<file path="config.mk">
export PLATFORM = sky130hd
export DESIGN_NAME = rcc_ctrl_top
export DESIGN_NICKNAME = d
export VERILOG_FILES = /design/src/verilog/rcc_pkg.sv /design/src/verilog/rcc_clk_en_ctrl.sv /design/src/verilog/rcc_ctrl_top.sv /design/src/verilog/rcc_domain_rst_seq.sv /design/src/verilog/rcc_rst_clk_gate.sv /design/src/verilog/rcc_stop_req.sv /design/src/verilog/rcc_sys_rst_seq.sv
export SDC_FILE = /design/constraint.sdc
export NUM_CORES = 1
export LEC_CHECK = 0
export BUFFER_PORTS_ARGS = -buffer_cell sky130_fd_sc_hd__buf_2
export CORE_MARGIN = 5
export CORE_UTILIZATION = 39
export CTS_CLUSTER_DIAMETER = 120
export DETAILED_ROUTE_END_ITERATION = 7
export GPL_TIMING_DRIVEN = 0
export PLACE_DENSITY = 0.72
export SLEW_MARGIN = 20
export SYNTH_ARGS = -nofsm -noshare
export SYNTH_HDL_FRONTEND = slang
export SYNTH_SLANG_ARGS = --single-unit
</file>
<file path="constraint.sdc">
create_clock -name i_clk -period 1.6 [get_ports i_clk]
set_input_delay 0.32 -clock i_clk [delete_from_list [all_inputs] [get_ports i_clk]]
set_output_delay 0.32 -clock i_clk [all_outputs]
set_load 0.02 [all_outputs]
</file>
<file path="src/verilog/rcc_pkg.sv">
package rcc_pkg;

  // ====================================================================
  // timing constants
  // ====================================================================
  localparam int D1_RST_DURATION = 10;
  localparam int D2_RST_DURATION = 10;
  localparam int CLK_ON_DELAY    = 8;
  localparam int RST_CNT_W       = 4;
  localparam int CLK_ON_CNT_W    = 4;
  localparam int SYNC_STAGES     = 2;

  typedef logic [RST_CNT_W-1:0]    rst_cnt_t;
  typedef logic [CLK_ON_CNT_W-1:0] clk_on_cnt_t;

  // ====================================================================
  // grouped level signals
  // ====================================================================
  // bridge busy flags, d1 then d2 then d3
  typedef struct packed {
    logic axi_d1;
    logic ahb3_d1;
    logic apb3_d1;
    logic ahb1_d2;
    logic ahb2_d2;
    logic apb1_d2;
    logic apb2_d2;
    logic ahb4_d3;
    logic apb4_d3;
    logic flash;
  } rcc_busy_t;

  // per-bus peripheral allocation of one cpu
  typedef struct packed {
    logic ahb1;
    logic ahb2;
    logic ahb3;
    logic apb1;
    logic apb2;
    logic apb3;
  } rcc_alloc_t;

  typedef struct packed {
    logic c1_sleep;
    logic c1_deepsleep;
    logic c2_sleep;
    logic c2_deepsleep;
  } rcc_cpu_pm_t;

  // all active low
  typedef struct packed {
    logic sys;
    logic d1;
    logic d2;
    logic cpu1;
    logic cpu2;
    logic d1_bus;
    logic d2_bus;
    logic d3_bus;
  } rcc_rst_t;

  typedef struct packed {
    logic sys;
    logic c1;
    logic c2;
    logic d1_bus;
    logic d2_bus;
    logic d3_bus;
    logic axi;
    logic ahb1;
    logic ahb2;
    logic ahb3;
    logic ahb4;
    logic apb1;
    logic apb2;
    logic apb3;
    logic apb4;
  } rcc_clk_en_t;

endpackage

</file>
<file path="src/verilog/rcc_clk_en_ctrl.sv">
`timescale 1ns/1ps

module rcc_clk_en_ctrl (
  input  rcc_pkg::rcc_cpu_pm_t i_pm,
  input  rcc_pkg::rcc_busy_t   i_busy,
  input  rcc_pkg::rcc_alloc_t  i_c1_alloc,
  input  rcc_pkg::rcc_alloc_t  i_c2_alloc,
  input  logic                i_stop_d1,
  input  logic                i_stop_d2,
  input  logic                i_stop_sys,
  input  logic                i_arcg_en_sys,
  input  logic                i_arcg_en_d1,
  input  logic                i_arcg_en_d2,
  input  logic                i_arcg_en_c1,
  input  logic                i_arcg_en_c2,
  output rcc_pkg::rcc_clk_en_t o_clk_en
);

  logic c1_awake;
  logic c2_awake;
  logic c1_sleep_mode;
  logic c2_sleep_mode;

  // bridge stays clocked for its owner, for a sleeping user, or while busy
  function automatic logic bridge_on(input logic owner_awake, input logic c1_use,
                                     input logic c2_use, input logic busy);
    bridge_on = owner_awake || (c1_sleep_mode && c1_use) || (c2_sleep_mode && c2_use) ||
                busy;
  endfunction

  assign c1_awake      = !i_pm.c1_sleep && !i_pm.c1_deepsleep;
  assign c2_awake      = !i_pm.c2_sleep && !i_pm.c2_deepsleep;
  assign c1_sleep_mode = i_pm.c1_sleep && !i_pm.c1_deepsleep;
  assign c2_sleep_mode = i_pm.c2_sleep && !i_pm.c2_deepsleep;

  // ====================================================================
  // cpu and domain bus enables
  // ====================================================================
  assign o_clk_en.sys    = !i_stop_sys && i_arcg_en_sys;
  assign o_clk_en.c1     = c1_awake && i_arcg_en_c1;
  assign o_clk_en.c2     = c2_awake && i_arcg_en_c2;
  assign o_clk_en.d1_bus = !i_stop_d1 && i_arcg_en_d1;
  assign o_clk_en.d2_bus = !i_stop_d2 && i_arcg_en_d2;
  assign o_clk_en.d3_bus = o_clk_en.sys;

  // ====================================================================
  // bridge enables
  // ====================================================================
  // axi only serves c1
  assign o_clk_en.axi  = c1_awake || i_busy.axi_d1;

  // d1 bridges, owned by c1
  assign o_clk_en.apb3 = bridge_on(c1_awake, i_c1_alloc.apb3, i_c2_alloc.apb3,
                                   i_busy.apb3_d1);
  assign o_clk_en.ahb3 = bridge_on(c1_awake, i_c1_alloc.ahb3, i_c2_alloc.ahb3,
                                   i_busy.ahb3_d1) || o_clk_en.apb3 || i_busy.flash;

  // d2 bridges, owned by c2
  assign o_clk_en.apb1 = bridge_on(c2_awake, i_c1_alloc.apb1, i_c2_alloc.apb1,
                                   i_busy.apb1_d2);
  assign o_clk_en.apb2 = bridge_on(c2_awake, i_c1_alloc.apb2, i_c2_alloc.apb2,
                                   i_busy.apb2_d2);
  // apb1 and apb2 hang off ahb1
  assign o_clk_en.ahb1 = bridge_on(c2_awake, i_c1_alloc.ahb1, i_c2_alloc.ahb1,
                                   i_busy.ahb1_d2) || o_clk_en.apb1 || o_clk_en.apb2;
  assign o_clk_en.ahb2 = bridge_on(c2_awake, i_c1_alloc.ahb2, i_c2_alloc.ahb2,
                                   i_busy.ahb2_d2);

  // d3 runs until system stop
  assign o_clk_en.ahb4 = !i_stop_sys;
  assign o_clk_en.apb4 = !i_stop_sys;

endmodule

</file>
<file path="src/verilog/rcc_ctrl_top.sv">
`timescale 1ns/1ps

module rcc_ctrl_top (
  input  logic                 i_clk,
  input  logic                 i_rst_n,
  // reset sources
  input  logic                 i_nrst_pin,
  input  logic                 i_pwr_por_rst,
  input  logic                 i_pwr_bor_rst,
  input  logic                 i_pwr_vcore_ok,
  input  logic                 i_iwdg1_rst,
  input  logic                 i_iwdg2_rst,
  input  logic                 i_wwdg1_rst,
  input  logic                 i_wwdg2_rst,
  input  logic                 i_ww1rsc,
  input  logic                 i_ww2rsc,
  input  logic [1:0]           i_lpwr_rst,
  input  logic [1:0]           i_sft_rst,
  // flash and oscillator status
  input  logic                 i_flash_obl_reload,
  input  logic                 i_obl_done,
  input  logic                 i_flash_power_ok,
  input  logic                 i_hsi_rdy,
  // power controller
  input  logic                 i_pwr_d1_ok,
  input  logic                 i_pwr_d2_ok,
  input  logic                 i_d3_deepsleep,
  input  logic                 i_d1_wkup,
  input  logic                 i_d2_wkup,
  input  logic                 i_d3_wkup,
  // cpu state and bus status
  input  logic                 i_arcg_on,
  input  rcc_pkg::rcc_cpu_pm_t i_pm,
  input  rcc_pkg::rcc_busy_t   i_busy,
  input  rcc_pkg::rcc_alloc_t  i_c1_alloc,
  input  rcc_pkg::rcc_alloc_t  i_c2_alloc,
  input  logic                 i_c2_alloc_d1,
  input  logic                 i_c1_alloc_d2,
  output rcc_pkg::rcc_rst_t    o_rst,
  output rcc_pkg::rcc_clk_en_t o_clk_en,
  output logic                 o_d1_req,
  output logic                 o_d2_req,
  output logic                 o_d3_req,
  output logic                 o_obl_rst_n,
  output logic                 o_nrst_out
);

  import rcc_pkg::*;

  logic       sys_rst_n;
  logic       d1_rst_n;
  logic       d2_rst_n;
  logic [3:0] wdg_rst;
  rcc_rst_t   rst;
  // order: cpu2, cpu1, d2, d1, sys
  logic [4:0] gate_src_rst_n;
  logic [4:0] gate_clk_en;

  // window watchdogs reach the pad only when enabled
  assign wdg_rst = {i_iwdg1_rst, i_iwdg2_rst, i_wwdg1_rst && i_ww1rsc, i_wwdg2_rst && i_ww2rsc};

  // ====================================================================
  // reset sequencing
  // ====================================================================
  rcc_sys_rst_seq u_sys_rst_seq (
    .i_clk              (i_clk),
    .i_rst_n            (i_rst_n),
    .i_nrst_pin         (i_nrst_pin),
    .i_pwr_por_rst      (i_pwr_por_rst),
    .i_pwr_bor_rst      (i_pwr_bor_rst),
    .i_pwr_vcore_ok     (i_pwr_vcore_ok),
    .i_flash_obl_reload (i_flash_obl_reload),
    .i_obl_done         (i_obl_done),
    .i_hsi_rdy          (i_hsi_rdy),
    .i_flash_power_ok   (i_flash_power_ok),
    .i_wdg_rst          (wdg_rst),
    .i_lpwr_rst         (i_lpwr_rst),
    .i_sft_rst          (i_sft_rst),
    .o_sys_rst_n        (sys_rst_n),
    .o_obl_rst_n        (o_obl_rst_n),
    .o_nrst_out         (o_nrst_out)
  );

  rcc_domain_rst_seq #(
    .DURATION   (D1_RST_DURATION),
    .WAIT_FLASH (1'b1)
  ) u_d1_rst_seq (
    .i_clk            (i_clk),
    .i_rst_n          (i_rst_n),
    .i_sys_rst_n      (sys_rst_n),
    .i_pwr_ok         (i_pwr_d1_ok),
    .i_flash_power_ok (i_flash_power_ok),
    .o_dom_rst_n      (d1_rst_n)
  );

  rcc_domain_rst_seq #(
    .DURATION   (D2_RST_DURATION),
    .WAIT_FLASH (1'b0)
  ) u_d2_rst_seq (
    .i_clk            (i_clk),
    .i_rst_n          (i_rst_n),
    .i_sys_rst_n      (sys_rst_n),
    .i_pwr_ok         (i_pwr_d2_ok),
    .i_flash_power_ok (i_flash_power_ok),
    .o_dom_rst_n      (d2_rst_n)
  );

  // derived cpu and bus resets
  assign rst.sys    = sys_rst_n;
  assign rst.d1     = d1_rst_n;
  assign rst.d2     = d2_rst_n;
  assign rst.cpu1   = sys_rst_n && d1_rst_n && !i_wwdg1_rst;
  assign rst.cpu2   = sys_rst_n && d2_rst_n && !i_wwdg2_rst;
  assign rst.d1_bus = sys_rst_n && d1_rst_n;
  assign rst.d2_bus = sys_rst_n && d2_rst_n;
  assign rst.d3_bus = sys_rst_n;
  assign o_rst      = rst;

  // ====================================================================
  // clock-on delay after reset release
  // ====================================================================
  assign gate_src_rst_n = {rst.cpu2, rst.cpu1, rst.d2, rst.d1, rst.sys};

  for (genvar g = 0; g < 5; g++) begin : g_clk_gate
    rcc_rst_clk_gate #(
      .DELAY (CLK_ON_DELAY)
    ) u_rst_clk_gate (
      .i_clk       (i_clk),
      .i_rst_n     (i_rst_n),
      .i_src_rst_n (gate_src_rst_n[g]),
      .i_arcg_on   (i_arcg_on),
      .o_clk_en    (gate_clk_en[g])
    );
  end

  // ====================================================================
  // stop requests and clock enables
  // ====================================================================
  rcc_stop_req u_stop_req (
    .i_clk          (i_clk),
    .i_rst_n        (i_rst_n),
    .i_sys_rst_n    (sys_rst_n),
    .i_pm           (i_pm),
    .i_busy         (i_busy),
    .i_c2_alloc_d1  (i_c2_alloc_d1),
    .i_c1_alloc_d2  (i_c1_alloc_d2),
    .i_d3_deepsleep (i_d3_deepsleep),
    .i_d1_wkup      (i_d1_wkup),
    .i_d2_wkup      (i_d2_wkup),
    .i_d3_wkup      (i_d3_wkup),
    .o_d1_req       (o_d1_req),
    .o_d2_req       (o_d2_req),
    .o_d3_req       (o_d3_req)
  );

  rcc_clk_en_ctrl u_clk_en_ctrl (
    .i_pm          (i_pm),
    .i_busy        (i_busy),
    .i_c1_alloc    (i_c1_alloc),
    .i_c2_alloc    (i_c2_alloc),
    .i_stop_d1     (o_d1_req),
    .i_stop_d2     (o_d2_req),
    .i_stop_sys    (o_d3_req),
    .i_arcg_en_sys (gate_clk_en[0]),
    .i_arcg_en_d1  (gate_clk_en[1]),
    .i_arcg_en_d2  (gate_clk_en[2]),
    .i_arcg_en_c1  (gate_clk_en[3]),
    .i_arcg_en_c2  (gate_clk_en[4]),
    .o_clk_en      (o_clk_en)
  );

endmodule

</file>
<file path="src/verilog/rcc_domain_rst_seq.sv">
`timescale 1ns/1ps

module rcc_domain_rst_seq #(
  parameter int DURATION   = rcc_pkg::D1_RST_DURATION,
  parameter bit WAIT_FLASH = 1'b1
) (
  input  logic i_clk,
  input  logic i_rst_n,
  input  logic i_sys_rst_n,
  input  logic i_pwr_ok,
  input  logic i_flash_power_ok,
  output logic o_dom_rst_n
);

  import rcc_pkg::*;

  rst_cnt_t cnt_q;
  logic     cnt_done;
  logic     flash_ok;

  assign cnt_done = (cnt_q == rst_cnt_t'(DURATION));

  // flash lives in d1 only
  assign flash_ok = WAIT_FLASH ? i_flash_power_ok : 1'b1;

  // ====================================================================
  // stretch counter and release flop
  // ====================================================================
  always_ff @(posedge i_clk) begin
    if (!i_rst_n || !i_sys_rst_n || !i_pwr_ok) begin
      cnt_q       <= '0;
      o_dom_rst_n <= 1'b0;
    end else begin
      if (!cnt_done) begin
        cnt_q <= cnt_q + 1'b1;
      end
      // stays released once set
      if (cnt_done && flash_ok) begin
        o_dom_rst_n <= 1'b1;
      end
    end
  end

endmodule

</file>
<file path="src/verilog/rcc_rst_clk_gate.sv">
`timescale 1ns/1ps

module rcc_rst_clk_gate #(
  parameter int DELAY = rcc_pkg::CLK_ON_DELAY
) (
  input  logic i_clk,
  input  logic i_rst_n,
  input  logic i_src_rst_n,
  input  logic i_arcg_on,
  output logic o_clk_en
);

  import rcc_pkg::*;

  clk_on_cnt_t cnt_q;
  logic        cnt_done;

  assign cnt_done = (cnt_q == clk_on_cnt_t'(DELAY));

  // counts edges seen with the source out of reset
  always_ff @(posedge i_clk) begin
    if (!i_rst_n || !i_src_rst_n) begin
      cnt_q <= '0;
    end else if (!cnt_done) begin
      cnt_q <= cnt_q + 1'b1;
    end
  end

  // bypass follows the reset level directly
  assign o_clk_en = i_arcg_on ? cnt_done : i_src_rst_n;

endmodule

</file>
<file path="src/verilog/rcc_stop_req.sv">
`timescale 1ns/1ps

module rcc_stop_req (
  input  logic                i_clk,
  input  logic                i_rst_n,
  input  logic                i_sys_rst_n,
  input  rcc_pkg::rcc_cpu_pm_t i_pm,
  input  rcc_pkg::rcc_busy_t   i_busy,
  input  logic                i_c2_alloc_d1,
  input  logic                i_c1_alloc_d2,
  input  logic                i_d3_deepsleep,
  input  logic                i_d1_wkup,
  input  logic                i_d2_wkup,
  input  logic                i_d3_wkup,
  output logic                o_d1_req,
  output logic                o_d2_req,
  output logic                o_d3_req
);

  logic       d1_busy;
  logic       d2_busy;
  logic       d3_busy;
  logic [2:0] req_set;
  logic [2:0] req_wkup;
  logic [2:0] req_q;

  // ====================================================================
  // domain busy
  // ====================================================================
  assign d1_busy = i_busy.axi_d1 || i_busy.ahb3_d1 || i_busy.apb3_d1 || i_busy.flash;
  assign d2_busy = i_busy.ahb1_d2 || i_busy.ahb2_d2 || i_busy.apb1_d2 || i_busy.apb2_d2;
  assign d3_busy = d1_busy || d2_busy || i_busy.ahb4_d3 || i_busy.apb4_d3;

  // c2 only matters in d1 if it owns something there, likewise c1 in d2
  assign req_set[0] = i_pm.c1_deepsleep && (i_pm.c2_deepsleep || !i_c2_alloc_d1) && !d1_busy;
  assign req_set[1] = i_pm.c2_deepsleep && (i_pm.c1_deepsleep || !i_c1_alloc_d2) && !d2_busy;
  assign req_set[2] = i_pm.c1_deepsleep && i_pm.c2_deepsleep && i_d3_deepsleep && !d3_busy;

  assign req_wkup = {i_d3_wkup, i_d2_wkup, i_d1_wkup};

  // ====================================================================
  // request flops, set beats wakeup
  // ====================================================================
  always_ff @(posedge i_clk) begin
    if (!i_rst_n || !i_sys_rst_n) begin
      req_q <= '0;
    end else begin
      for (int i = 0; i < 3; i++) begin
        if (req_set[i]) begin
          req_q[i] <= 1'b1;
        end else if (req_wkup[i]) begin
          req_q[i] <= 1'b0;
        end
      end
    end
  end

  assign o_d1_req = req_q[0];
  assign o_d2_req = req_q[1];
  assign o_d3_req = req_q[2];

endmodule

</file>
<file path="src/verilog/rcc_sys_rst_seq.sv">
`timescale 1ns/1ps

module rcc_sys_rst_seq (
  input  logic       i_clk,
  input  logic       i_rst_n,
  input  logic       i_nrst_pin,
  input  logic       i_pwr_por_rst,
  input  logic       i_pwr_bor_rst,
  input  logic       i_pwr_vcore_ok,
  input  logic       i_flash_obl_reload,
  input  logic       i_obl_done,
  input  logic       i_hsi_rdy,
  input  logic       i_flash_power_ok,
  // iwdg1, iwdg2, qualified wwdg1, qualified wwdg2
  input  logic [3:0] i_wdg_rst,
  input  logic [1:0] i_lpwr_rst,
  input  logic [1:0] i_sft_rst,
  output logic       o_sys_rst_n,
  output logic       o_obl_rst_n,
  output logic       o_nrst_out
);

  import rcc_pkg::*;

  logic                   hw_init_done;
  logic                   obl_rst;
  logic                   rst_assert;
  logic                   rst_release;
  logic [SYNC_STAGES-1:0] sync_q;

  // power good and option bytes loaded
  assign hw_init_done = ~i_pwr_por_rst && i_pwr_vcore_ok && ~i_flash_obl_reload && i_obl_done;
  assign obl_rst      = ~i_obl_done || i_flash_obl_reload;
  assign rst_assert   = ~i_nrst_pin || ~hw_init_done;
  assign rst_release  = i_hsi_rdy && i_flash_power_ok;

  // ====================================================================
  // release path: sync stages then output flop
  // ====================================================================
  always_ff @(posedge i_clk) begin
    if (!i_rst_n || rst_assert) begin
      sync_q      <= '0;
      o_sys_rst_n <= 1'b0;
    end else begin
      sync_q      <= {sync_q[SYNC_STAGES-2:0], rst_release};
      o_sys_rst_n <= sync_q[SYNC_STAGES-1];
    end
  end

  // option byte loader leaves reset once power is up
  assign o_obl_rst_n = ~i_pwr_por_rst && i_pwr_vcore_ok;

  // drive the pad while any source is active
  assign o_nrst_out = obl_rst || i_pwr_por_rst || i_pwr_bor_rst || (|i_wdg_rst) ||
                      (|i_lpwr_rst) || (|i_sft_rst);

endmodule
</file>
# Yosys cells after proc, flatten, opt, wreduce, memory -nomap -nowiden
# Cells that the tools add are included.
# op_classes
add_sub_neg,7
multipliers,0
n_div,0
magnitude_cmp,0
n_eq_ne,7
shifts,0
mux,11
bitwise,5
reduce_logical,116
# op_table
operator,n
1-bit logical OR,49
1-bit logical AND,39
4-bit by 1-bit adder with 4-bit output (second input constant),7
4-bit equality test (second input constant),7
1-bit zero test,22
1-bit two-way mux,11
2-bit nonzero test,3
1-bit inverter,5
2-bit OR reduction,2
4-bit OR reduction,1
# totals
regBits,36
latchBits,0
ramBits,0
romBits,0
wordCells,160
memories,0

# Longest topological paths before layout
# Gate-level depths: netlist of the first run.
# logic_depth
ltp_word,9
mapped_depth,6
ltp_nobuf,5

# By module
# A second synthesis of the first run with hierarchy kept.
# unflattened
hier_cells,237
area_unflattened_um2,2174.6
# modules_own_cells
mod,n_inst,cells_each,area_each_um2,seq_area_each_um2
rcc_rst_clk_gate,5,23,216.5,80.1
rcc_domain_rst_seq (u_d1_rst_seq),1,24,236.5,100.1
rcc_domain_rst_seq (u_d2_rst_seq),1,23,231.5,100.1
rcc_clk_en_ctrl,1,32,205.2,0.0
rcc_sys_rst_seq,1,16,175.2,60.1
rcc_stop_req,1,17,168.9,60.1
rcc_ctrl_top,1,10,75.1,0.0

# Worst setup path before layout of the first run
# No wires, ideal clock.
# synth_path
path_type,input -> output
from,input i_pm[3] (netlist bit)
to,output o_clk_en[7] (netlist bit)
t_arrival_ps,1409
required_ps,1280
path_slack_ps,-129
stages,3
n_path_buf,0
cell_sequence,nor2b_2 > a221o_1 > or3b_1
# synth_lines
element,line,source
from (decl),rcc_ctrl_top.sv:33,"input rcc_pkg::rcc_cpu_pm_t i_pm,"
to (decl),rcc_ctrl_top.sv:40,"output rcc_pkg::rcc_clk_en_t o_clk_en,"

==> results of run 1 <==
[kinds of logic after synthesis]
logic type	share of synthesized area [%]
DFF	36.3
xor gates and xnor gates	7.05
buffers and inverters	6.99
adders and majority gates	8.82
muxes	3.53
AOI/OAI and AO/OA	8.75
and+or+nand+nor	28.6
[worst max-delay path, delay by kind of cell]
kind	cells	cell delay, ps
buffers and inverters	2	230
and+or+nand+nor	2	540
AOI/OAI and AO/OA	1	320
[stage by stage]
| step | cells | hold WS, ps | worst slack (ps) |
|---|---|---|---|
| 2_1_floorplan | 230 | 406 | -24.4 |
| 3_3_place_gp | 380 | 412 | -198 |
| 3_5_place_dp | 380 | 415 | -196 |
| 4_1_cts | 403 | 249 | -160 |
| 5_1_grt | 411 | 247 | -162 |
| 6_report | 411 | 258 | -139 |
[repair_timing]
item	CTS	global route
buffers inserted	17	8
endpoints found under the setup margin	9	7
resized for setup	44	13
hold buffers	0	0
cloned	0	0
pin swaps	11	8
[layout make-up]
class / instances / area share (%)
Inverter: 17 / 2.20
Timing Repair Buffer: 105 / 22.1
Sequential cell: 36 / 25.7
Clock inverter: 1 / 0.259
Buffer: 10 / 2.33
Tap cell: 70 / 3.03
Multi-Input combinational cell: 165 / 41.4
Clock buffer: 7 / 2.98
[final timing paths]
path	start	to	slack [ps]
worst max-delay path	i_pm[3]	o_clk_en[7]	-140
worst min register to register	u_sys_rst_seq.sync_q[1]	u_sys_rst_seq.o_sys_rst_n	430
worst max register to register	g_clk_gate[2].u_rst_clk_gate.cnt_q[1]	g_clk_gate[2].u_rst_clk_gate.cnt_q[1]	310
worst min-delay path	i_hsi_rdy	u_sys_rst_seq.sync_q[0]	260
[registers in the layout, indices dropped and copies added (netlist names)]
signal / flops
g_clk_gate.u_rst_clk_gate.cnt_q: 20
u_d1_rst_seq.cnt_q: 4
u_d1_rst_seq.o_dom_rst_n: 1
u_d2_rst_seq.cnt_q: 4
u_d2_rst_seq.o_dom_rst_n: 1
u_stop_req.req_q: 3
u_sys_rst_seq.o_sys_rst_n: 1
u_sys_rst_seq.sync_q: 2
[cells in the final DEF, fill, tap and decap left out, drive strengths merged, types with 5 or more instances in the layout]
cell,synthesis,routed
clkbuf,4,9
dfxtp,36,36
nor2b,5,5
nand3b,10,10
a21oi,10,10
nand2b,14,14
xor2,7,7
xnor2,9,9
nand3,10,10
nand2,11,11
ha,14,14
nor2,27,27
mux2i,7,7
buf,8,113
inv,17,17
[power groups by stage]
| stage | sequential, µW | clock [µW] | combinational (µW) |
|---|---|---|---|
| floorplan | 916 | 0 | 56.3 |
| global placement | 916 | 0 | 149 |
| detailed placement | 916 | 0 | 150 |
| CTS | 890 | 697 | 156 |
| global route | 890 | 737 | 172 |
| finish | 890 | 674 | 159 |
[per-layer routing]
layer / GRT usage (%) / wire (µm) / share of wire, %
met1: 16.9 / 2120 / 40
met2: 30.6 / 2490 / 47
met3: 5.88 / 567 / 11
met4: 6.08 / 67 / 1.3
met5: 0 / 0 / 0
==> results by group, run 1 <==
Outcome
  – Result of the run: finished, violations left
  – Violated checks: negative setup slack

Cells and area
  – Area of combinational cells with multiple inputs: 1200 µm²
  – Final antenna diode count: 0
  – Sequential Area: 744 µm²
  – Net count, final: 409
  – Fraction of layout cells with a size suffix above 1: 46.3%
  – Final std cell area, no fill: 2890 µm²
  – Number of fill cells: 458
  – Share of the core filled with cells: 57.4%
  – Area growth, synth to finish: 45.7%

Clocking
  – Longest Clk Path Bufs: 2
  – CTS HTree Levels: 2
  – Clock Sink Count: 36
  – Root buf cell: clkbuf_8
  – Cts bufs inserted: 5
  – Clock Latency Late Sink: 290 ps
  – Register clock-pin slew on the reported worst setup and hold paths: 70 ps
  – CTS tree: built

Drt
  – Drt pass-1 iters: 4
  – Iteration-0 DRC count of the detailed router: 52
  – Routed vias: 1,966
  – Detailed-route wire length: 5240 µm
  – Drt via density: 4.78
  – Residual DRC: 0
  – Average wire length per cell after detail routing: 12.8 µm
  – Number of nets still failing antenna checks after routing: 0

Worst setup path
  – Arrival time at the worst endpoint: 1420 ps
  – Number of cells on the worst reg-to-reg path: 7
  – Cell type of the slowest stage on the worst timing path: or3b_4
  – Slowest cell delay on critical path: 410 ps
  – Setup crit start kind: input port
  – Data required time of the critical path: 1280 ps
  – Worst setup EP type: output pin
  – Max Fanout on Critical Path: 4
  – Cell breakdown of the critical path: buf_8 > nor2b_4 > a221o_1 > or3b_4 > buf_6
  – Path type of the worst setup path: input port to output pin

Timing
  – Final setup slack of the worst path: -139 ps
  – Final Hold Violating Endpoints: 0
  – Max Transition Viols Final: 0
  – Final count of negative-setup-slack endpoints: 6
  – Clock Skew: 5.97 ps
  – Relative slew margins: 70.2%
  – Slew of the pin with the lowest slew margin: 443 ps
  – Post-route setup TNS: -457 ps
  – Tmin final: 1740 ps
  – Max Clk Rate: 575 MHz
  – Share of the clock period used by the worst path: 109%
  – Unrepaired setup endpoints after global routing: yes

Hold path
  – Min-Delay Path Class: input port to flip-flop
  – WHS Path Cells: 2

Logic synthesis
  – Total of flip-flops plus latches after synthesis: 36
  – Distinct cell type count after synthesis: 38
  – Yosys top cell area share: 36.3%
  – Library cell occupying the most area in the post-synthesis netlist: dfxtp_1
  – Number of nets produced by synthesis: 299
  – Ys flop type: dfxtp_1
  – Synth top area cells: dfxtp_1 36%, ha_1 8.8%, nor2_1 5.1%
  – Sequential share of the synthesized area: 36.3%
  – Library cell with the highest instance count after synthesis: dfxtp_1
  – Most common library cells after synthesis: 36 x dfxtp_1, 27 x nor2_1, 17 x inv_1
  – Post-Syn Area: 1990 µm²
  – Synthesized area divided by synthesized cell count: 8.64 µm²
  – Post-synth ARST share: 0%
  – Ys Warns: 0
  – Post-synth EDFFs: 0
  – Number of standard cells after synthesis: 230

Pwr
  – PD cells: 595 nW/µm²
  – Leakage power: 0.00126 µW
  – Sw Ratio: 23.2%
  – Internal Power: 1320 µW
  – Combinational share of power: 9.2%
  – Peak ir drop on the vdd network: 0.000379 V
  – Pwr Total: 1720 µW
  – Register share of total power: 51.7%
  – Net load switching power: 400 µW
  – Clk pwr share: 39.1%

GRT
  – Number of global-route vias before repair: 1,923
  – Overall routing resource usage: 16.5%
  – Largest net degree at the start of global routing: 12
  – Wire length of the first global-routing pass: 8380 µm
  – Global-route congestion overflow total: 0
  – Number of antenna violations at the first check in global routing: 0

Floorplan
  – Area enclosed by the die boundary: 6620 µm²
  – Starting density of the core: 39.4%
  – Die span in x: 81.4 µm
  – Core region area: 5040 µm²
  – Top Ports: 83
  – Floorplan row count: 26
  – Die Y: 81.4 µm

Placed design
  – Placer congestion estimate: 0.793
  – Detailed placer's ending HPWL: 3890 µm
  – Cell Area, Placed: 2490 µm²
  – Count of input and output buffers: 80

Flow run
  – Count of max-cap constraint violations: 0
(Power assumes the default switching activity.)
==> run 2, diff against run 1 <==
--- a/config.mk
+++ b/config.mk
@@ -12,6 +12,7 @@
 export DETAILED_ROUTE_END_ITERATION = 7
 export GPL_TIMING_DRIVEN = 0
 export PLACE_DENSITY = 0.72
+export SETUP_SLACK_MARGIN = 0.3
 export SLEW_MARGIN = 20
 export SYNTH_ARGS = -nofsm -noshare
 export SYNTH_HDL_FRONTEND = slang
==> run 2 against run 1 <==
Net effect: non-clock buffer count grew 16; via count grew 5.9%; final cell count grew 3.6%; utilization grew 9.8 points; worst hold slack gained 4.9 ps; sequential power shrank 0.6%; routed wire length grew 17%; critical path depth is the same; die area is the same; power shrank 1.1%; global-route usage grew 0.53 points; first-iteration DRC count shrank 1.9%; the flow still finishes with violations (negative setup slack).
==> results by group, run 2 (synthesized netlist as in run 1, its figures left out) <==
Floorplan
  – Top Ports: 83 (unchanged)
  – Floorplan row count: 26 (unchanged)
  – Core region area: 5040 µm² (unchanged)
  – Die Y: 81.4 µm (unchanged)
  – Area enclosed by the die boundary: 6620 µm² (unchanged)
  – Starting density of the core: 39.4% (unchanged)
  – Die span in x: 81.4 µm (unchanged)

Timing
  – Slew of the pin with the lowest slew margin: 520 ps (+76.6 ps)
  – Final count of negative-setup-slack endpoints: 10 (+4)
  – Post-route setup TNS: -854 ps (-396 ps)
  – Share of the clock period used by the worst path: 112% (+3.1 points)
  – Final setup slack of the worst path: -189 ps (-50.2 ps)
  – Unrepaired setup endpoints after global routing: yes
  – Clock Skew: 5.71 ps (-0.256 ps)
  – Max Clk Rate: 559 MHz (-2.8%)
  – Relative slew margins: 65.4% (-4.9 points)
  – Tmin final: 1790 ps (+50.2 ps)
  – Max Transition Viols Final: 0 (unchanged)
  – Final Hold Violating Endpoints: 0 (unchanged)

Clocking
  – Longest Clk Path Bufs: 2 (unchanged)
  – Clock Sink Count: 36 (unchanged)
  – CTS tree: built
  – Root buf cell: clkbuf_8
  – Clock Latency Late Sink: 290 ps (about the same)
  – CTS HTree Levels: 2 (unchanged)
  – Register clock-pin slew on the reported worst setup and hold paths: 60 ps (about the same)
  – Cts bufs inserted: 5 (unchanged)

Worst setup path
  – Setup crit start kind: input port
  – Number of cells on the worst reg-to-reg path: 12 (+5)
  – Combined buffer and inverter count along the critical path: 2 (unchanged)
  – Arrival time at the worst endpoint: 1470 ps (+50 ps)
  – Cell breakdown of the critical path: buf_8 > nor2b_4 > a221o_1 > or3b_4 > buf_6
  – Data required time of the critical path: 1280 ps (about the same)
  – Worst setup EP type: output pin
  – Worst reg2reg path startpoint: g_clk_gate[1].u_rst_clk_gate.cnt_q[0]
  – Slowest cell delay on critical path: 420 ps (about the same)
  – Cell type of the slowest stage on the worst timing path: or3b_4
  – Reg-to-Reg End: g_clk_gate[1].u_rst_clk_gate.cnt_q[0]
  – Path type of the worst setup path: input port to output pin
  – Cell class contributing the biggest share of worst-path delay: simple AND/OR/NAND/NOR gates
  – Flop-to-flop setup slack: -80 ps (-390 ps)
  – Max Fanout on Critical Path: 4 (unchanged)

Cells and area
  – Final antenna diode count: 0 (unchanged)
  – Post-Layout Cell Count: 426 (+3.6%)
  – Top flop regs: g_clk_gate.u_rst_clk_gate.cnt_q x20, u_d1_rst_seq.cnt_q x4, u_d2_rst_seq.cnt_q x4
  – Net count, final: 425 (+3.9%)
  – Flip-flop count of the largest register after layout: 20 (unchanged)
  – Most common cell after layout, fill and taps aside: buf_2
  – Most flops, register: g_clk_gate.u_rst_clk_gate.cnt_q
  – Number of fill cells: 374 (-18%)
  – Fraction of layout cells with a size suffix above 1: 54.5% (+8.2 points)
  – Area growth, synth to finish: 70.4%
  – Share of the core filled with cells: 67.1% (+9.8 points)
  – Commonest cells after routing, fill and taps aside: 53 x buf_2, 49 x buf_6, 25 x nor2_1

Outcome
  – Violated checks: negative setup slack
  – Result of the run: finished, violations left

Drt
  – Routed vias: 2,082 (+5.9%)
  – Drt pass-1 iters: 4 (unchanged)
  – Number of nets still failing antenna checks after routing: 0 (unchanged)
  – Residual DRC: 0 (unchanged)
  – Detailed-route wire length: 6160 µm (+17%)
  – Drt via density: 4.89 (+2.2%)
  – Iteration-0 DRC count of the detailed router: 51 (-1.9%)
  – Average wire length per cell after detail routing: 14.5 µm (+13%)

Pwr
  – PD cells: 503 nW/µm² (-15%)
  – Leakage power: 0.00145 µW (+15%)
  – Peak ir drop on the vdd network: 0.000458 V (+21%)

Placed design
  – Placer congestion estimate: 0.772 (-2.6%)
  – Number of cells after detailed placement: 380 (unchanged)
  – Detailed placer's ending HPWL: 3920 µm (+0.71%)
  – Count of input and output buffers: 80 (unchanged)

Hold path
  – WHS Path Cells: 2 (unchanged)
  – HP Start: i_hsi_rdy
  – Min-Delay Path Class: input port to flip-flop
  – Hold path endpoint: u_sys_rst_seq.sync_q[0]

GRT
  – Largest net degree at the start of global routing: 11 (-1)
  – Global-route congestion overflow total: 0 (unchanged)
  – Number of global-route vias before repair: 1,940 (+0.88%)
  – Wire length of the first global-routing pass: 8530 µm (+1.7%)
  – Number of antenna violations at the first check in global routing: 0 (unchanged)
  – Overall routing resource usage: 17.1% (+0.53 points)

Flow run
  – Count of max-cap constraint violations: 0 (unchanged)
## run 2: per-layer routing
| layer | track usage (%) | vias to the layer above | wire length (µm) |
|---|---|---|---|
| met5 | 0 | - | 0 |
| met3 | 5.43 | 11 | 527 |
| li1 | - | 1023 | - |
| met2 | 33.6 | 79 | 3170 |
| met4 | 3.55 | 0 | 111 |
| met1 | 17.3 | 969 | 2350 |
## run 2: worst max-delay path by stage
stage / start / to / slack, ps / cells after the start
finish: i_pm[3] / o_clk_en[7] / -190 / 5
global route: g_clk_gate[1].u_rst_clk_gate.cnt_q[1] / o_clk_en[11] / -250 / 7
CTS: g_clk_gate[2].u_rst_clk_gate.cnt_q[1] / o_clk_en[10] / -170 / 7
detailed placement: i_pm[0] / o_clk_en[7] / -250 / 5
global placement: i_pm[0] / o_clk_en[7] / -230 / 5
floorplan: i_pm[3] / o_clk_en[7] / -20 / 3
## run 2: worst register-to-register path, delay by kind of cell (launching register included)
family,cells,cell delay [ps]
buffers and inverters,10,1070
flip-flops,1,330
XOR/XNOR,1,120
AND/OR/NAND/NOR,1,60
## run 2: power breakdown
| part | total [µW] | switching [µW] | internal [µW] | leakage (µW) |
|---|---|---|---|---|
| Combinational | 213 | 97.1 | 116 | 0.00111 |
| Sequential | 885 | 0.0108 | 885 | 0.000299 |
| Clock | 606 | 311 | 296 | 0.0000410 |
| Total | 1700 | 408 | 1300 | 0.00145 |
## run 2: cell type report
cell class | count | area [µm²] | area share, %
multi-input cells | 165 | 1350 | 39.9
inverters | 17 | 66.3 | 1.96
plain buffers | 12 | 118 | 3.47
flip-flops and latches | 36 | 753 | 22.2
well taps | 70 | 87.6 | 2.59
clock buffers | 6 | 72.6 | 2.14
repair buffers | 119 | 932 | 27.5
clock inverters | 1 | 5.00 | 0.148
## run 2: timing repair
action | in CTS | in global routing
endpoints found under the setup margin | 22 | 27
setup buffers | 31 | 8
hold buffers | 0 | 0
gates resized for setup | 85 | 35
endpoints found under the hold margin | 0 | 0
pin swaps | 17 | 14
## run 2: stage by stage
step | power, µW | cell area, µm² | worst slack [ps] | hold WS, ps
2_1_floorplan | 973 | 2090 | -24.4 | 406
3_3_place_gp | 1070 | 2580 | -231 | 411
3_5_place_dp | 1070 | 2580 | -245 | 414
4_1_cts | 1690 | 3160 | -166 | 262
5_1_grt | 1770 | 3390 | -245 | 277
6_report | 1700 | 3390 | -189 | 263
==> run 3, diff against run 2 <==
--- a/config.mk
+++ b/config.mk
@@ -5,6 +5,7 @@
 export SDC_FILE = /design/constraint.sdc
 export NUM_CORES = 1
 export LEC_CHECK = 0
+export ABC_AREA = 1
 export BUFFER_PORTS_ARGS = -buffer_cell sky130_fd_sc_hd__buf_2
 export CORE_MARGIN = 5
 export CORE_UTILIZATION = 39
==> run 3 against run 2 <==
Net effect: the flow still finishes with violations (negative setup slack); largest cell class unchanged; synthesized area up 4.2%; setup slack improved by 180 ps; largest power group unchanged; sequential share of layout area down 0.31 points.
==> results by group, run 3 <==
Drt
  – Drt via density: 4.72 (-3.5%)
  – Number of nets still failing antenna checks after routing: 0 (unchanged)
  – Average wire length per cell after detail routing: 12.6 µm (-13%)
  – Residual DRC: 0 (unchanged)
  – Iteration-0 DRC count of the detailed router: 46 (-9.8%)
  – Drt pass-1 iters: 4 (unchanged)
  – Routed vias: 2,279 (+9.5%)
  – Detailed-route wire length: 6080 µm (-1.2%)

GRT
  – Number of global-route vias before repair: 2,294 (+18%)
  – Global-route congestion overflow total: 0 (unchanged)
  – Overall routing resource usage: 17.0% (-0.047 points)
  – Number of antenna violations at the first check in global routing: 0 (unchanged)
  – Wire length of the first global-routing pass: 9860 µm (+16%)
  – Largest net degree at the start of global routing: 11 (unchanged)

Outcome
  – Result of the run: finished, violations left
  – Violated checks: negative setup slack

Logic synthesis
  – Post-Syn Area: 2070 µm² (+4.2%)
  – Synthesized area divided by synthesized cell count: 7.04 µm² (-19%)
  – Distinct cell type count after synthesis: 27 (-29%)
  – Number of standard cells after synthesis: 294 (+28%)
  – Library cell occupying the most area in the post-synthesis netlist: dfxtp_1
  – Total of flip-flops plus latches after synthesis: 36 (unchanged)
  – Synth top area cells: dfxtp_1 35%, inv_1 8.9%, nand2_1 8.9%
  – Post-synth EDFFs: 0 (unchanged)
  – Post-synth ARST share: 0% (unchanged)
  – Sequential share of the synthesized area: 34.8% (-1.4 points)
  – Number of nets produced by synthesis: 363 (+21%)
  – Most common library cells after synthesis: 49 x inv_1, 49 x nand2_1, 41 x nor2_1
  – Ys flop type: dfxtp_1
  – Ys Warns: 0 (unchanged)
  – Yosys top cell area share: 34.8% (-1.4 points)

Pwr
  – Peak ir drop on the vdd network: 0.000539 V (+18%)
  – Leakage power: 0.00158 µW (+8.9%)
  – Net load switching power: 438 µW (+7.4%)
  – Internal Power: 1310 µW (+0.83%)
  – Combinational share of power: 14.9% (+2.4 points)
  – Sw Ratio: 25.1% (+1.2 points)
  – Clk pwr share: 34.2% (-1.4 points)
  – PD cells: 509 nW/µm² (+1.1%)
  – Register share of total power: 50.9% (-1.0 points)

Worst setup path
  – Reg-to-Reg End: g_clk_gate[1].u_rst_clk_gate.cnt_q[0]
  – Number of cells on the worst reg-to-reg path: 10 (-2)
  – Max Fanout on Critical Path: 2 (-2)
  – Worst setup EP type: output pin
  – Worst reg2reg path startpoint: g_clk_gate[1].u_rst_clk_gate.cnt_q[0]
  – Crit. Startpoint: g_clk_gate[4].u_rst_clk_gate.cnt_q[0]
  – Path type of the worst setup path: flip-flop to output pin
  – Flop-to-flop setup slack: 190 ps (+270 ps)
  – Setup crit start kind: flip-flop
  – Data required time of the critical path: 1280 ps (about the same)
  – Arrival time at the worst endpoint: 1290 ps (-180 ps)

Floorplan
  – Starting density of the core: 40.3% (+0.86 points)
  – Die span in x: 82.8 µm (+1.8%)
  – Core region area: 5140 µm² (+1.9%)
  – Die Y: 82.8 µm (+1.8%)
  – Top Ports: 83 (unchanged)
  – Floorplan row count: 26 (unchanged)
  – Area enclosed by the die boundary: 6860 µm² (+3.6%)

Cells and area
  – Most common cell after layout, fill and taps aside: buf_2
  – Area growth, synth to finish: 65.7%
  – Net count, final: 482 (+13%)
  – Flip-flop count of the largest register after layout: 20 (unchanged)
  – Commonest cells after routing, fill and taps aside: 55 x buf_2, 38 x nand2_1, 34 x buf_6
  – Top flop regs: g_clk_gate.u_rst_clk_gate.cnt_q x20, u_d1_rst_seq.cnt_q x4, u_d2_rst_seq.cnt_q x4
  – Final antenna diode count: 0 (unchanged)
  – Fraction of layout cells with a size suffix above 1: 54.5% (about the same)
  – Final std cell area, no fill: 3430 µm² (+1.3%)
  – Most flops, register: g_clk_gate.u_rst_clk_gate.cnt_q
  – Post-Layout Cell Count: 483 (+13%)

Timing
  – Slew of the pin with the lowest slew margin: 261 ps (-259 ps)
  – Max Clk Rate: 622 MHz (+11%)
  – Share of the clock period used by the worst path: 100% (-11 points)
  – Post-route setup TNS: -11.5 ps (+842 ps)
  – Final Hold Violating Endpoints: 0 (unchanged)
  – Final count of negative-setup-slack endpoints: 2 (-8)
  – Tmin final: 1610 ps (-181 ps)
  – Clock Skew: 8.04 ps (+2.33 ps)
  – Max Transition Viols Final: 0 (unchanged)
  – WHS: 289 ps (+26.1 ps)
  – Unrepaired setup endpoints after global routing: yes
  – Relative slew margins: 82.6% (+17 points)
  – Final setup slack of the worst path: -7.80 ps (+181 ps)

Placed design
  – Cell Area, Placed: 2630 µm² (+1.9%)
  – Number of cells after detailed placement: 445 (+17%)
  – Detailed placer's ending HPWL: 4250 µm (+8.5%)
  – Count of input and output buffers: 81 (+1.3%)
  – Setup WS pre-CTS: 53.1 ps (+298 ps)
  – Placer congestion estimate: 0.856 (+11%)

Clocking
  – Register clock-pin slew on the reported worst setup and hold paths: 70 ps (about the same)
  – Root buf cell: clkbuf_8
  – Longest Clk Path Bufs: 2 (unchanged)
  – CTS HTree Levels: 2 (unchanged)
  – Clock Latency Late Sink: 280 ps (about the same)
  – Clock Sink Count: 36 (unchanged)
  – Cts bufs inserted: 5 (unchanged)
  – CTS tree: built

Hold path
  – WHS Path Cells: 3 (+1)
  – Min-Delay Path Class: input port to flip-flop
  – HP Start: i_flash_power_ok
  – Hold path endpoint: u_d1_rst_seq.o_dom_rst_n

Flow run
  – Count of max-cap constraint violations: 0 (unchanged)
run 3: changes by cell type after synthesis, sizes merged, moves of 12 or more:
| cell | before | now |
|---|---|---|
| nor2 | 27 | 43 |
| nand2 | 11 | 52 |
| nand2b | 14 | 0 |
| o21ai | 2 | 14 |
| a21oi | 10 | 30 |
| inv | 17 | 50 |
run 3: power by group through the flow:
| stage | sequential (µW) | combinational (µW) | clock [µW] |
|---|---|---|---|
| final | 889 | 260 | 596 |
| after global routing | 888 | 282 | 673 |
| after CTS | 889 | 215 | 614 |
| after detailed placement | 916 | 194 | 0 |
| after global placement | 916 | 191 | 0 |
| after floorplan | 916 | 90.8 | 0 |
run 3: worst max-delay path by stage:
stage	end	slack, ps	cells after the start
after floorplan	o_clk_en[12]	260	6
after global placement	o_clk_en[12]	40	5
after detailed placement	o_clk_en[12]	50	5
after CTS	o_clk_en[12]	-30	7
after global routing	o_clk_en[12]	-120	7
final	o_clk_en[12]	-8	7
run 3: what timing repair did:
item	4_1_cts	5_1_grt
resized for setup	100	58
setup endpoints to repair	20	24
pin swaps	22	23
setup buffers	27	4
hold buffers	0	0
endpoints found under the hold margin	0	0
run 3: cells by family after synthesis:
| group | Yosys count | synth area share [%] |
|---|---|---|
| AND/OR/NAND/NOR | 128 | 27.9 |
| AO/OA/AOI/OAI | 50 | 13.8 |
| buffers and inverters | 61 | 12.9 |
| flip-flops | 36 | 34.8 |
| adder cells (fa/ha/maj) | 14 | 8.46 |
| XOR/XNOR | 5 | 2.12 |
run 3: layer usage:
metal	GRT usage [%]	part of all wire [%]	vias to the layer above
met5	0	0	-
li1	-	-	1164
met4	3.27	1.2	0
met1	18.2	39	1054
met3	4.55	4.4	11
met2	33.2	56	50
run 3: per-stage QoR:
stage	power, µW	utilization, %
3_3_place_gp	1110	51.2
4_1_cts	1720	62.7
2_1_floorplan	1010	-
6_report	1750	66.7
5_1_grt	1840	66.7
3_5_place_dp	1110	51.2
run 3: worst max-delay path, cell delays in order, from the launching register on:
cell and delay (ps):
dfxtp_2 330, inv_2 80, ha_4 130, nand2_2 60, nor2_4 100, nor2_2 50
nor3_4 120, buf_6 140
run 3: layout make-up:
type | instances | area (µm²)
flip-flops and latches | 36 | 752
plain buffers | 9 | 87.6
clock inverters | 1 | 5.00
inverters | 52 | 215
fillers | 412 | 1710
well taps | 70 | 87.6
multi-input cells | 197 | 1380
repair buffers | 112 | 831
clock buffers | 6 | 72.6
